$ cat config.mk
export PLATFORM = sky130hd
export DESIGN_NAME = dutlb_read
export DESIGN_NICKNAME = d
export VERILOG_FILES = /design/src/hw/dutlb_pkg.sv /design/src/hw/dutlb_read.sv /design/src/hw/dutlb_pmp_pabuf.sv /design/src/hw/dutlb_resp_check.sv /design/src/hw/dutlb_pa_compose.sv /design/src/hw/dutlb_entry_match.sv
export SDC_FILE = /design/constraint.sdc
export NUM_CORES = 1
export LEC_CHECK = 0
export ABC_CLOCK_PERIOD_IN_PS = 4100
export BUFFER_PORTS_ARGS = -buffer_cell sky130_fd_sc_hd__buf_2
export CAP_MARGIN = 20
export CORE_AREA = 2 2 356 358
export DETAILED_ROUTE_END_ITERATION = 7
export DIE_AREA = 0 0 358 360
export PLACE_DENSITY = 0.3
export SLEW_MARGIN = 20
export SYNTH_ARGS = -nofsm -noshare
export SYNTH_HDL_FRONTEND = slang
export SYNTH_HIERARCHICAL = 1
export SYNTH_SLANG_ARGS = --single-unit
$ cat constraint.sdc
create_clock -name pabuf_clk -period 4.1 [get_ports pabuf_clk]
set_input_delay 0 -clock pabuf_clk [delete_from_list [all_inputs] [get_ports pabuf_clk]]
set_output_delay 0 -clock pabuf_clk [all_outputs]
set_load 0.01 [all_outputs]
$ cat src/hw/dutlb_pkg.sv
// data micro-tlb read side shared widths, flag layout and page-size encoding
package dutlb_pkg;

  // ----------------------------------------------------------------------
  // sizes
  // ----------------------------------------------------------------------
  localparam int entry_num = 16;
  // 40-bit pa minus page offset
  localparam int ppn_width = 28;
  // 39-bit va minus page offset
  localparam int vpn_width = 27;
  localparam int flg_width = 14;
  localparam int pgs_width = 3;
  // offset bits per page level
  localparam int lvl_bits  = 9;
  localparam int iid_width = 7;
  localparam int va_width  = 64;

  // ----------------------------------------------------------------------
  // page-table flag bit positions
  // ----------------------------------------------------------------------
  // valid
  localparam int flg_v      = 0;
  // dirty
  localparam int flg_d      = 1;
  // plv field, 2 bits
  localparam int flg_plv_lo = 2;
  // mat field, 2 bits
  localparam int flg_mat_lo = 4;
  // write permission, P and H sit just below it
  localparam int flg_w      = 8;

  // one-hot page size positions
  localparam int pgs_4k   = 0;
  localparam int pgs_lvl1 = 1;
  localparam int pgs_lvl2 = 2;

  // ----------------------------------------------------------------------
  // types
  // ----------------------------------------------------------------------
  typedef logic [ppn_width-1:0] ppn_t;
  typedef logic [flg_width-1:0] flg_t;
  typedef logic [pgs_width-1:0] pgs_t;
  typedef logic [entry_num-1:0] entry_vec_t;
  // msb is the wrap bit
  typedef logic [iid_width-1:0] iid_t;
  typedef logic [va_width-1:0]  va_t;
  typedef logic [1:0]           mat_t;
  typedef logic [1:0]           plv_t;

endpackage
$ cat src/hw/dutlb_read.sv
// data micro-tlb read side top, entry match, address composition and response
`timescale 1ns/1ps

module dutlb_read
  import dutlb_pkg::*;
(
  input  logic       pabuf_clk,
  input  logic       cpurst_b,
  // lsu request
  input  va_t        va,
  input  logic       va_vld,
  input  logic       abort,
  input  iid_t       lsu_id,
  input  logic       read_type,
  // mode and refill state
  input  logic       off_hit,
  input  logic       expt_for_taken,
  input  logic       refill_on,
  input  logic       ref_pgflt,
  input  iid_t       refill_id,
  input  logic       dmw_hit,
  input  mat_t       dmw_mat,
  input  plv_t       priv_mode,
  // entry contents
  input  entry_vec_t entry_vld,
  input  entry_vec_t entry_hit,
  input  ppn_t       entry_ppn [entry_num],
  input  flg_t       entry_flg [entry_num],
  input  pgs_t       entry_pgs [entry_num],
  // same-cycle response
  output ppn_t       mmu_lsu_pa,
  output logic       mmu_lsu_pa_vld,
  output logic       mmu_lsu_page_fault,
  output logic       mmu_lsu_so,
  output logic       mmu_lsu_ca,
  output logic       dutlb_miss_vld,
  output logic       dutlb_miss_vld_short,
  output logic       dutlb_inst_id_match,
  output logic       dutlb_inst_id_older,
  // registered
  output entry_vec_t dutlb_plru_read_hit,
  output logic       dutlb_plru_read_hit_vld,
  output logic       mmu_pmp_chk_vld,
  output logic       mmu_pmp_read_type,
  output ppn_t       mmu_pmp_pa
);

  entry_vec_t hit_vec;
  ppn_t       sel_ppn;
  flg_t       sel_flg;
  pgs_t       sel_pgs;
  ppn_t       fin_ppn;
  flg_t       fin_flg;
  logic       expt_match;
  logic       pmp_chk_vld;

  // ----------------------------------------------------------------------
  // decode, entry match
  // ----------------------------------------------------------------------
  dutlb_entry_match u_entry_match (
    .entry_vld (entry_vld),
    .entry_hit (entry_hit),
    .entry_ppn (entry_ppn),
    .entry_flg (entry_flg),
    .entry_pgs (entry_pgs),
    .hit_vec   (hit_vec),
    .sel_ppn   (sel_ppn),
    .sel_flg   (sel_flg),
    .sel_pgs   (sel_pgs)
  );

  // execute, pa composition
  dutlb_pa_compose u_pa_compose (
    .va         (va),
    .va_vld     (va_vld),
    .off_hit    (off_hit),
    .expt_match (expt_match),
    .dmw_mat    (dmw_mat),
    .priv_mode  (priv_mode),
    .sel_ppn    (sel_ppn),
    .sel_flg    (sel_flg),
    .sel_pgs    (sel_pgs),
    .fin_ppn    (fin_ppn),
    .fin_flg    (fin_flg)
  );

  assign mmu_lsu_pa = fin_ppn;

  // ----------------------------------------------------------------------
  // result, checks and pmp buffer
  // ----------------------------------------------------------------------
  dutlb_resp_check u_resp_check (
    .va_vld         (va_vld),
    .abort          (abort),
    .off_hit        (off_hit),
    .read_type      (read_type),
    .refill_on      (refill_on),
    .ref_pgflt      (ref_pgflt),
    .expt_for_taken (expt_for_taken),
    .lsu_id         (lsu_id),
    .refill_id      (refill_id),
    .dmw_hit        (dmw_hit),
    .dmw_mat        (dmw_mat),
    .hit_vec        (hit_vec),
    .fin_flg        (fin_flg),
    .pa_vld         (mmu_lsu_pa_vld),
    .page_fault     (mmu_lsu_page_fault),
    .miss_vld       (dutlb_miss_vld),
    .miss_vld_short (dutlb_miss_vld_short),
    .id_match       (dutlb_inst_id_match),
    .id_older       (dutlb_inst_id_older),
    .expt_match     (expt_match),
    .attr_so        (mmu_lsu_so),
    .attr_ca        (mmu_lsu_ca),
    .pmp_chk_vld    (pmp_chk_vld)
  );

  dutlb_pmp_pabuf u_pmp_pabuf (
    .pabuf_clk         (pabuf_clk),
    .cpurst_b          (cpurst_b),
    .va_vld            (va_vld),
    .hit_vec           (hit_vec),
    .pmp_chk_vld       (pmp_chk_vld),
    .read_type         (read_type),
    .fin_ppn           (fin_ppn),
    .plru_read_hit     (dutlb_plru_read_hit),
    .plru_read_hit_vld (dutlb_plru_read_hit_vld),
    .pmp_chk_vld_q     (mmu_pmp_chk_vld),
    .pmp_read_type     (mmu_pmp_read_type),
    .mmu_pmp_pa        (mmu_pmp_pa)
  );

endmodule

$ cat src/hw/dutlb_pmp_pabuf.sv
// result register stage, plru hit vector and physical address buffer for pmp
`timescale 1ns/1ps

module dutlb_pmp_pabuf
  import dutlb_pkg::*;
(
  input  logic       pabuf_clk,
  input  logic       cpurst_b,
  input  logic       va_vld,
  input  entry_vec_t hit_vec,
  input  logic       pmp_chk_vld,
  input  logic       read_type,
  input  ppn_t       fin_ppn,
  output entry_vec_t plru_read_hit,
  output logic       plru_read_hit_vld,
  output logic       pmp_chk_vld_q,
  output logic       pmp_read_type,
  output ppn_t       mmu_pmp_pa
);

  // ----------------------------------------------------------------------
  // plru update
  // ----------------------------------------------------------------------
  // holds the last request's hit vector
  always_ff @(posedge pabuf_clk or negedge cpurst_b)
  begin
    if (!cpurst_b)
      plru_read_hit <= '0;
    else if (va_vld)
      plru_read_hit <= hit_vec;
  end

  assign plru_read_hit_vld = |plru_read_hit;

  // ----------------------------------------------------------------------
  // pmp check buffer
  // ----------------------------------------------------------------------
  always_ff @(posedge pabuf_clk or negedge cpurst_b)
  begin
    if (!cpurst_b)
    begin
      pmp_chk_vld_q <= 1'b0;
      pmp_read_type <= 1'b0;
    end
    else
    begin
      pmp_chk_vld_q <= pmp_chk_vld;
      if (pmp_chk_vld)
        pmp_read_type <= read_type;
    end
  end

  // pa payload, qualified by pmp_chk_vld_q
  always_ff @(posedge pabuf_clk)
  begin
    if (pmp_chk_vld)
      mmu_pmp_pa <= fin_ppn;
  end

endmodule

$ cat src/hw/dutlb_resp_check.sv
// response check, judges hit, fault, miss, id compare and memory attributes
`timescale 1ns/1ps

module dutlb_resp_check
  import dutlb_pkg::*;
(
  input  logic       va_vld,
  input  logic       abort,
  input  logic       off_hit,
  input  logic       read_type,
  input  logic       refill_on,
  input  logic       ref_pgflt,
  input  logic       expt_for_taken,
  input  iid_t       lsu_id,
  input  iid_t       refill_id,
  input  logic       dmw_hit,
  input  mat_t       dmw_mat,
  input  entry_vec_t hit_vec,
  input  flg_t       fin_flg,
  output logic       pa_vld,
  output logic       page_fault,
  output logic       miss_vld,
  output logic       miss_vld_short,
  output logic       id_match,
  output logic       id_older,
  output logic       expt_match,
  output logic       attr_so,
  output logic       attr_ca,
  output logic       pmp_chk_vld
);

  logic addr_hit;
  logic id_hit;
  logic fault_int;
  logic wrap_eq;
  logic low_lt;
  logic low_gt;
  logic lsu_older;
  mat_t fin_mat;

  // ----------------------------------------------------------------------
  // hit and id match
  // ----------------------------------------------------------------------
  assign addr_hit = |hit_vec;
  // request is the one the refill is working for
  assign id_hit = va_vld && (refill_id == lsu_id);
  assign expt_match = expt_for_taken && id_hit;

  // translation done this cycle
  assign pa_vld = va_vld && (addr_hit || off_hit || expt_match);

  // ----------------------------------------------------------------------
  // page fault
  // ----------------------------------------------------------------------
  // invalid entry, or store to a read-only page
  // refill walk faulted for this id
  assign fault_int = (addr_hit
                       && (!fin_flg[flg_v] || (!fin_flg[flg_w] && !read_type)))
                  || (ref_pgflt && refill_on && id_hit);

  // no faults with translation off
  assign page_fault = fault_int && !off_hit;

  // ----------------------------------------------------------------------
  // miss and id outputs
  // ----------------------------------------------------------------------
  assign miss_vld_short = va_vld && !addr_hit && !off_hit;
  assign miss_vld = miss_vld_short && !abort;

  assign id_match = id_hit && !abort;

  // age compare, wrap bit flips the sense of the low bits
  assign wrap_eq = lsu_id[iid_width-1] == refill_id[iid_width-1];
  assign low_lt = lsu_id[iid_width-2:0] < refill_id[iid_width-2:0];
  assign low_gt = lsu_id[iid_width-2:0] > refill_id[iid_width-2:0];
  assign lsu_older = wrap_eq ? low_lt : low_gt;

  assign id_older = va_vld && !abort && lsu_older;

  // ----------------------------------------------------------------------
  // memory attributes
  // ----------------------------------------------------------------------
  assign fin_mat = fin_flg[flg_mat_lo +: 2];
  // mat 0 is strongly ordered device space
  assign attr_so = dmw_hit ? (dmw_mat == 2'b00) : (fin_mat == 2'b00);
  assign attr_ca = (fin_mat != 2'b00) && !attr_so;

  // pa goes to pmp only for a clean hit or direct map
  assign pmp_chk_vld = va_vld && (addr_hit || off_hit) && !fault_int;

endmodule

$ cat src/hw/dutlb_pa_compose.sv
// address composition that merges the va offset by page size and applies direct mapping
`timescale 1ns/1ps

module dutlb_pa_compose
  import dutlb_pkg::*;
(
  input  va_t  va,
  input  logic va_vld,
  input  logic off_hit,
  input  logic expt_match,
  input  mat_t dmw_mat,
  input  plv_t priv_mode,
  input  ppn_t sel_ppn,
  input  flg_t sel_flg,
  input  pgs_t sel_pgs,
  output ppn_t fin_ppn,
  output flg_t fin_flg
);

  ppn_t mix_ppn;
  ppn_t off_ppn;
  flg_t off_flg;
  logic off_sel;
  logic pre_sel;

  // ----------------------------------------------------------------------
  // translated address
  // ----------------------------------------------------------------------
  // huge pages take low ppn bits from the va
  assign mix_ppn =
      ({ppn_width{sel_pgs[pgs_lvl2]}}
        & {sel_ppn[ppn_width-1:2*lvl_bits], va[2*lvl_bits+11:12]})
    | ({ppn_width{sel_pgs[pgs_lvl1]}}
        & {sel_ppn[ppn_width-1:lvl_bits], va[lvl_bits+11:12]})
    | ({ppn_width{sel_pgs[pgs_4k]}} & sel_ppn);

  // ----------------------------------------------------------------------
  // direct-mapped address and flags
  // ----------------------------------------------------------------------
  // translation off or no request this cycle
  assign off_sel = off_hit || !va_vld;
  // exception delivery also bypasses the entry
  assign pre_sel = off_sel || expt_match;

  // va[38] is the kernel window bit and is dropped
  assign off_ppn = off_sel ? {2'b00, va[vpn_width+10:12]} : '0;

  always_comb
  begin
    off_flg = '0;
    if (off_sel)
    begin
      // W, P and H
      off_flg[flg_w]                = 1'b1;
      off_flg[flg_w-1]              = 1'b1;
      off_flg[flg_w-2]              = 1'b1;
      off_flg[flg_mat_lo +: 2]      = dmw_mat;
      off_flg[flg_plv_lo +: 2]      = priv_mode;
    end
  end

  // final select
  assign fin_ppn = pre_sel ? off_ppn : mix_ppn;
  assign fin_flg = pre_sel ? off_flg : sel_flg;

endmodule

$ cat src/hw/dutlb_entry_match.sv
// entry match stage, builds the hit vector and selects the hit entry's fields
`timescale 1ns/1ps

module dutlb_entry_match
  import dutlb_pkg::*;
(
  input  entry_vec_t entry_vld,
  input  entry_vec_t entry_hit,
  input  ppn_t       entry_ppn [entry_num],
  input  flg_t       entry_flg [entry_num],
  input  pgs_t       entry_pgs [entry_num],
  output entry_vec_t hit_vec,
  output ppn_t       sel_ppn,
  output flg_t       sel_flg,
  output pgs_t       sel_pgs
);

  // set when two or more entries hit at once
  logic multi_hit;

  // ----------------------------------------------------------------------
  // hit vector
  // ----------------------------------------------------------------------
  // only valid entries may report a vpn match
  assign hit_vec = entry_vld & entry_hit;

  // clearing the lowest set bit leaves something only on multi-hit
  assign multi_hit = |(hit_vec & (hit_vec - entry_vec_t'(1)));

  // ----------------------------------------------------------------------
  // one-hot field select
  // ----------------------------------------------------------------------
  always_comb
  begin
    sel_ppn = '0;
    sel_flg = '0;
    sel_pgs = '0;
    // and-or mux over all entries
    for (int i = 0; i < entry_num; i++)
    begin
      sel_ppn = sel_ppn | ({ppn_width{hit_vec[i]}} & entry_ppn[i]);
      sel_flg = sel_flg | ({flg_width{hit_vec[i]}} & entry_flg[i]);
      sel_pgs = sel_pgs | ({pgs_width{hit_vec[i]}} & entry_pgs[i]);
    end
    // multi-hit gives no usable entry
    if (multi_hit)
    begin
      sel_ppn = '0;
      sel_flg = '0;
      sel_pgs = '0;
    end
  end

endmodule

==> out/metrics.cfg, run 1 <==
[cells_and_area]
design_area_um2=12000
syn2layout_area_growth_pct=100
layout_commonest_cell=buf_2
final_cell_mix=727 x buf_2, 168 x a22o_1, 139 x a221oi_1
final_nets=2198
drive_gt1_share_pct=63.5

[worst_setup_path]
worstSetupPathType=in -> out
worstPathMaxFanout=15
crit_path_start_kind=primary input
crit_required_ns=4.10
critPathBufInv=4
slowest_stage=a221oi_1
cp_cell_sequence=buf_2 > nand2_1 > clkinv_2 > buf_4 > a221oi_1 > and4_1 > nor3_2 > a22o_1 > o31ai_1 > buf_2
cp_top_family=buffers and inverters
crit_top_cell=buf_2
critical_path_arrival_ns=3.08
cpPeakStageDelay_ns=0.52
endpoint_kind=output pin

[routing]
vias_per_cell=3.38
drt_pass1_iterations=5
wirelength_mm=93.1
vias=10200
drcViolationCount=0
ant_nets=0
drt_iter0_markers=684
wire_per_inst_um=30.8

[grt]
grt_pass1_wl_mm=113
globalRoute.totalOverflow=0
grt_pass1_vias=10300
grt_use_total_pct=13.7
antenna_found_initial=129
grt_max_degree=32

[status]
status=finished, final reports clean

[placed_design]
gp_congestion=0.821
io_buffers=726
hpwl_mm=81.1
dp_slack_ns=0.881
dpl_cell_area_um2=11700

[die]
fp.dieW_um=358
core_area_um2=125000
io_pins=927
die_area_um2=129000
dieHeight_um=360
row_count=130
start_util_pct=4.81

[clock_network]
cts_resized=0
post_cts.repair.setup_buffers=0
clkLatencyLatePin_ns=0.31
cts.sink_count=46
cts_root_buf=clkbuf_16
cts_buffer_depth=2
cts_buffers=5
cts_tree=done
htreeDepth=2
clk_pin_slew_worst_paths_ns=0.07

[power_and_ir_drop]
internal_power_mw=1.26
irDropWorstVdd_mv=0.125
p_clk_share_pct=20.1
power.density_nw_per_um2=183
p_seq_share_pct=23.9
combPwrFrac_pct=56.0
switchingPower_mw=0.940
netSwitchingFraction_pct=42.7
p_leak_nw=5.17
power_mw=2.20

[worst_hold_path]
hold_class=in -> reg

[timing]
setup_slack_ns=1.02
fin_crit_ns=3.08
maxSlewViolCount=0
worst_pin_slew_ns=0.979
final.period_utilization_pct=75.1
finalHoldViolCount=0
rsz0062_at_grt=no
slew_headroom_pct=34.8
setup_viol=0
setup_tns_ns=0
fmax_ghz=0.325
clock_skew_ns=0

[logic_synthesis]
syn_inst=648
avgSynthCellArea_um2=9.28
ys_warn_count=6
synth_area_um2=6010
synth_fp_nets=1498

[job]
cap_violations=0

power by group through the flow:
stage               Sequential, mW  Clock (mW)  Combinational [mW]
floorplan                    0.544           0               0.452
global placement             0.537           0                1.25
detailed placement           0.538           0                1.26
CTS                          0.528       0.469                1.27
global route                 0.530       0.479                1.32
finish                       0.527       0.442                1.23
final timing paths:
path	cells past startpoint	to	slack (ns)	startpoint
worst max-delay path	10	mmu_lsu_so	1.02	entry_vld[10]
worst min-delay path	2	u_pmp_pabuf/mmu_pmp_pa[16]$_DFFE_PP_	0.02	va[28]
worst max register to register	1	u_pmp_pabuf/plru_read_hit[5]$_DFFE_PN0P_	3.30	u_pmp_pabuf/plru_read_hit[5]$_DFFE_PN0P_
worst min register to register	1	u_pmp_pabuf/pmp_read_type$_DFFE_PN0P_	0.51	u_pmp_pabuf/pmp_read_type$_DFFE_PN0P_
max in group asynchronous	2	u_pmp_pabuf/pmp_read_type$_DFFE_PN0P_	3.63	cpurst_b
min in group asynchronous	2	u_pmp_pabuf/plru_read_hit[15]$_DFFE_PN0P_	0.16	cpurst_b
registers in the layout, summed over array words and instances (netlist names):
signal and count:
u_pmp_pabuf/pmp_chk_vld_q 1, u_pmp_pabuf/mmu_pmp_pa 28, u_pmp_pabuf/pmp_read_type 1, u_pmp_pabuf/plru_read_hit 16
stage by stage:
| step | hold slack (ns) | std cells | utilization (%) |
|---|---|---|---|
| 3_3_place_gp | -0.0161 | 2978 | 9.38 |
| 6_report | 0.0191 | 3023 | 9.64 |
| 4_1_cts | 0.00290 | 2999 | 9.59 |
| 5_1_grt | 0.0216 | 3010 | 9.62 |
| 3_5_place_dp | -0.0184 | 2979 | 9.38 |
| 2_1_floorplan | -0.296 | 648 | - |
metal layers:
layer / up-vias / global-route usage, % / part of all wire (%)
met3: 234 / 6.21 / 12
met1: 4912 / 16.2 / 40
met2: 698 / 22.6 / 45
met5: - / 0 / 0.70
li1: 4282 / - / -
met4: 104 / 2.64 / 2.4
repair_timing:
item	CTS	global route
endpoints found under the setup margin	0	0
hold buffers	12	0
endpoints found under the hold margin	29	0
final cells by class:
cell class                 instances  area [um2]
antenna                           24        60.1
timing repair buffer             785        4120
fill                           14800      113000
tap                             1650        2060
multi-input combinational        492        4300
sequential                        46        1290
clock buffer                       6         129
inverter                          18        70.1
clock inverter                     2        13.8
Power figures use the tool's default switching activity.
==> inputs of run 2 (changes only) <==
--- a/config.mk
+++ b/config.mk
@@ -5,12 +5,12 @@
 export SDC_FILE = /design/constraint.sdc
 export NUM_CORES = 1
 export LEC_CHECK = 0
-export ABC_CLOCK_PERIOD_IN_PS = 4100
+export ABC_CLOCK_PERIOD_IN_PS = 2800
 export BUFFER_PORTS_ARGS = -buffer_cell sky130_fd_sc_hd__buf_2
 export CAP_MARGIN = 20
-export CORE_AREA = 2 2 356 358
+export CORE_AREA = 2 2 358 360
 export DETAILED_ROUTE_END_ITERATION = 7
-export DIE_AREA = 0 0 358 360
+export DIE_AREA = 0 0 360 362
 export PLACE_DENSITY = 0.3
 export SLEW_MARGIN = 20
 export SYNTH_ARGS = -nofsm -noshare
==> constraint.sdc (replaced) <==
create_clock -name pabuf_clk -period 2.8 [get_ports pabuf_clk]
set_input_delay 0 -clock pabuf_clk [delete_from_list [all_inputs] [get_ports pabuf_clk]]
set_output_delay 0 -clock pabuf_clk [all_outputs]
set_load 0.01 [all_outputs]
==> run 2 against run 1 <==
Net effect:
- non-clock buffer count up 97
- wire length up 11%
- count of clock-buffer cells in the layout unchanged
- largest cell class is now non-clock buffers
- combinational power up 66%
- clock power up 84%
==> out/metrics.cfg, run 2 (same netlist as run 1, synthesis figures left out) <==
[status]
status=finished, final reports clean

[worst_setup_path]
critical_path_arrival_ns=2.59
cp_cell_sequence=buf_2 > a222oi_1 > buf_4 > nand4_1 > buf_4 > a21oi_2 > o2111ai_4 > buf_8 > nor3_2 > and2_2 > buf_12 > a22o_1 > buf_2
cp_top_family=compound AO/OA/AOI/OAI gates
rrSetupSlack_ns=1.97
cpPeakStageDelay_ns=0.39
r2r_end=u_pmp_pabuf/plru_read_hit[6]$_DFFE_PN0P_
worstSetupPathType=in -> out
slowest_stage=a222oi_1
reg2reg_depth=1
critPathBufInv=6
crit_required_ns=2.80
endpoint_kind=output pin
worstPathMaxFanout=9
reg2reg_from=u_pmp_pabuf/plru_read_hit[6]$_DFFE_PN0P_
crit_path_start_kind=primary input

[grt]
globalRoute.totalOverflow=0
grt_pass1_vias=10900
antenna_found_initial=153
grt_max_degree=27
grt_use_total_pct=15.2
grt_pass1_wl_mm=125

[clock_network]
cts.sink_count=46
cts_tree=done
htreeDepth=2
clk_pin_slew_worst_paths_ns=0.09
cts_buffer_depth=2
cts_buffers=5
clkLatencyLatePin_ns=0.34
cts_root_buf=clkbuf_16

[die]
fp.dieW_um=360
start_util_pct=4.75
core_area_um2=127000
dieHeight_um=362
die_area_um2=130000
io_pins=927
row_count=131

[placed_design]
io_buffers=726
dpl_cell_area_um2=12600
placed_cells=3068
gp_congestion=0.887
hpwl_mm=92.4

[routing]
drt_iter0_markers=685
wirelength_mm=103
wire_per_inst_um=32.9
drt_pass1_iterations=4
top_layer=met5
ant_nets=0
vias_per_cell=3.44
drcViolationCount=0
dr_wl_met3_mm=11.6
wl_met1_mm=40.2
wl_met2_mm=47.8
vias=10800

[cells_and_area]
layout_commonest_cell=buf_2
design_area_um2=13300
largest_reg_flops=28
final_cell_mix=724 x buf_2, 167 x a22o_1, 139 x a221oi_1
top_register=u_pmp_pabuf/mmu_pmp_pa
final_nets=2295
fin_util_pct=10.5
syn2layout_area_growth_pct=120
drive_gt1_share_pct=65.5
top_regs=u_pmp_pabuf/mmu_pmp_pa: 28 flops, u_pmp_pabuf/plru_read_hit: 16 flops
fin_cells=3139

[power_and_ir_drop]
p_leak_nw=5.77
power.density_nw_per_um2=274
irDropWorstVdd_mv=0.214

[worst_hold_path]
holdPathEnd=u_pmp_pabuf/mmu_pmp_pa[12]$_DFFE_PP_
hold_class=in -> reg
min_path_cells=2
hold_start=va[24]

[timing]
setup_tns_ns=0
setup_viol=0
finalHoldViolCount=0
worst_pin_slew_ns=0.694
slew_headroom_pct=53.7
fin_crit_ns=2.59
fmax_ghz=0.386
clock_skew_ns=0
maxSlewViolCount=0
final.period_utilization_pct=92.6

[job]
cap_violations=0

-- run 2: area by class of cell --
class,count,area (um2)
multi-input combinational,492,4360
fill,14900,113000
inverter,18,72.6
clock buffer,6,150
sequential,46,1290
antenna,31,77.6
tap,1662,2080
clock inverter,2,17.5
timing repair buffer,882,5210
-- run 2: power by group --
group          switching (mW)  total, mW  internal [mW]
combinational            1.12       2.04          0.927
clock                   0.417      0.814          0.397
sequential             0.0222      0.773          0.751
total                    1.55       3.63           2.07
-- run 2: worst max path at each step --
stage	from	to	cells past startpoint
after floorplan	entry_hit[2]	u_pmp_pabuf/pmp_read_type$_DFFE_PN0P_	12
after global placement	entry_vld[3]	u_pmp_pabuf/mmu_pmp_pa[5]$_DFFE_PP_	15
after detailed placement	entry_vld[5]	u_pmp_pabuf/mmu_pmp_pa[13]$_DFFE_PP_	10
after CTS	entry_vld[2]	mmu_lsu_pa[8]	14
after global routing	entry_hit[2]	mmu_lsu_pa[8]	13
final	entry_hit[2]	mmu_lsu_pa[3]	13
-- run 2: metal layers --
layer  vias to the layer above  track usage (%)
li1                       4492                -
met1                      5176             17.2
met2                       750             25.2
met3                       272             7.21
met4                       122             4.42
met5                         -                0
-- run 2: per-stage QoR --
step / hold slack (ns) / power [mW] / worst slack [ns]
floorplan: -0.296 / 1.46 / 0.0590
global placement: 0.0784 / 2.82 / -0.181
detailed placement: 0.0721 / 2.81 / -0.196
CTS: 0.00327 / 3.71 / -0.0163
global route: 0.0312 / 3.83 / -0.0108
finish: 0.0296 / 3.63 / 0.207
-- run 2: timing repair --
action	4_1_cts	5_1_grt
hold buffers	27	0
hold endpoints to repair	44	0
resized for setup	4	13
setup endpoints to repair	2	28
pin swaps	2	2
setup buffers	0	5
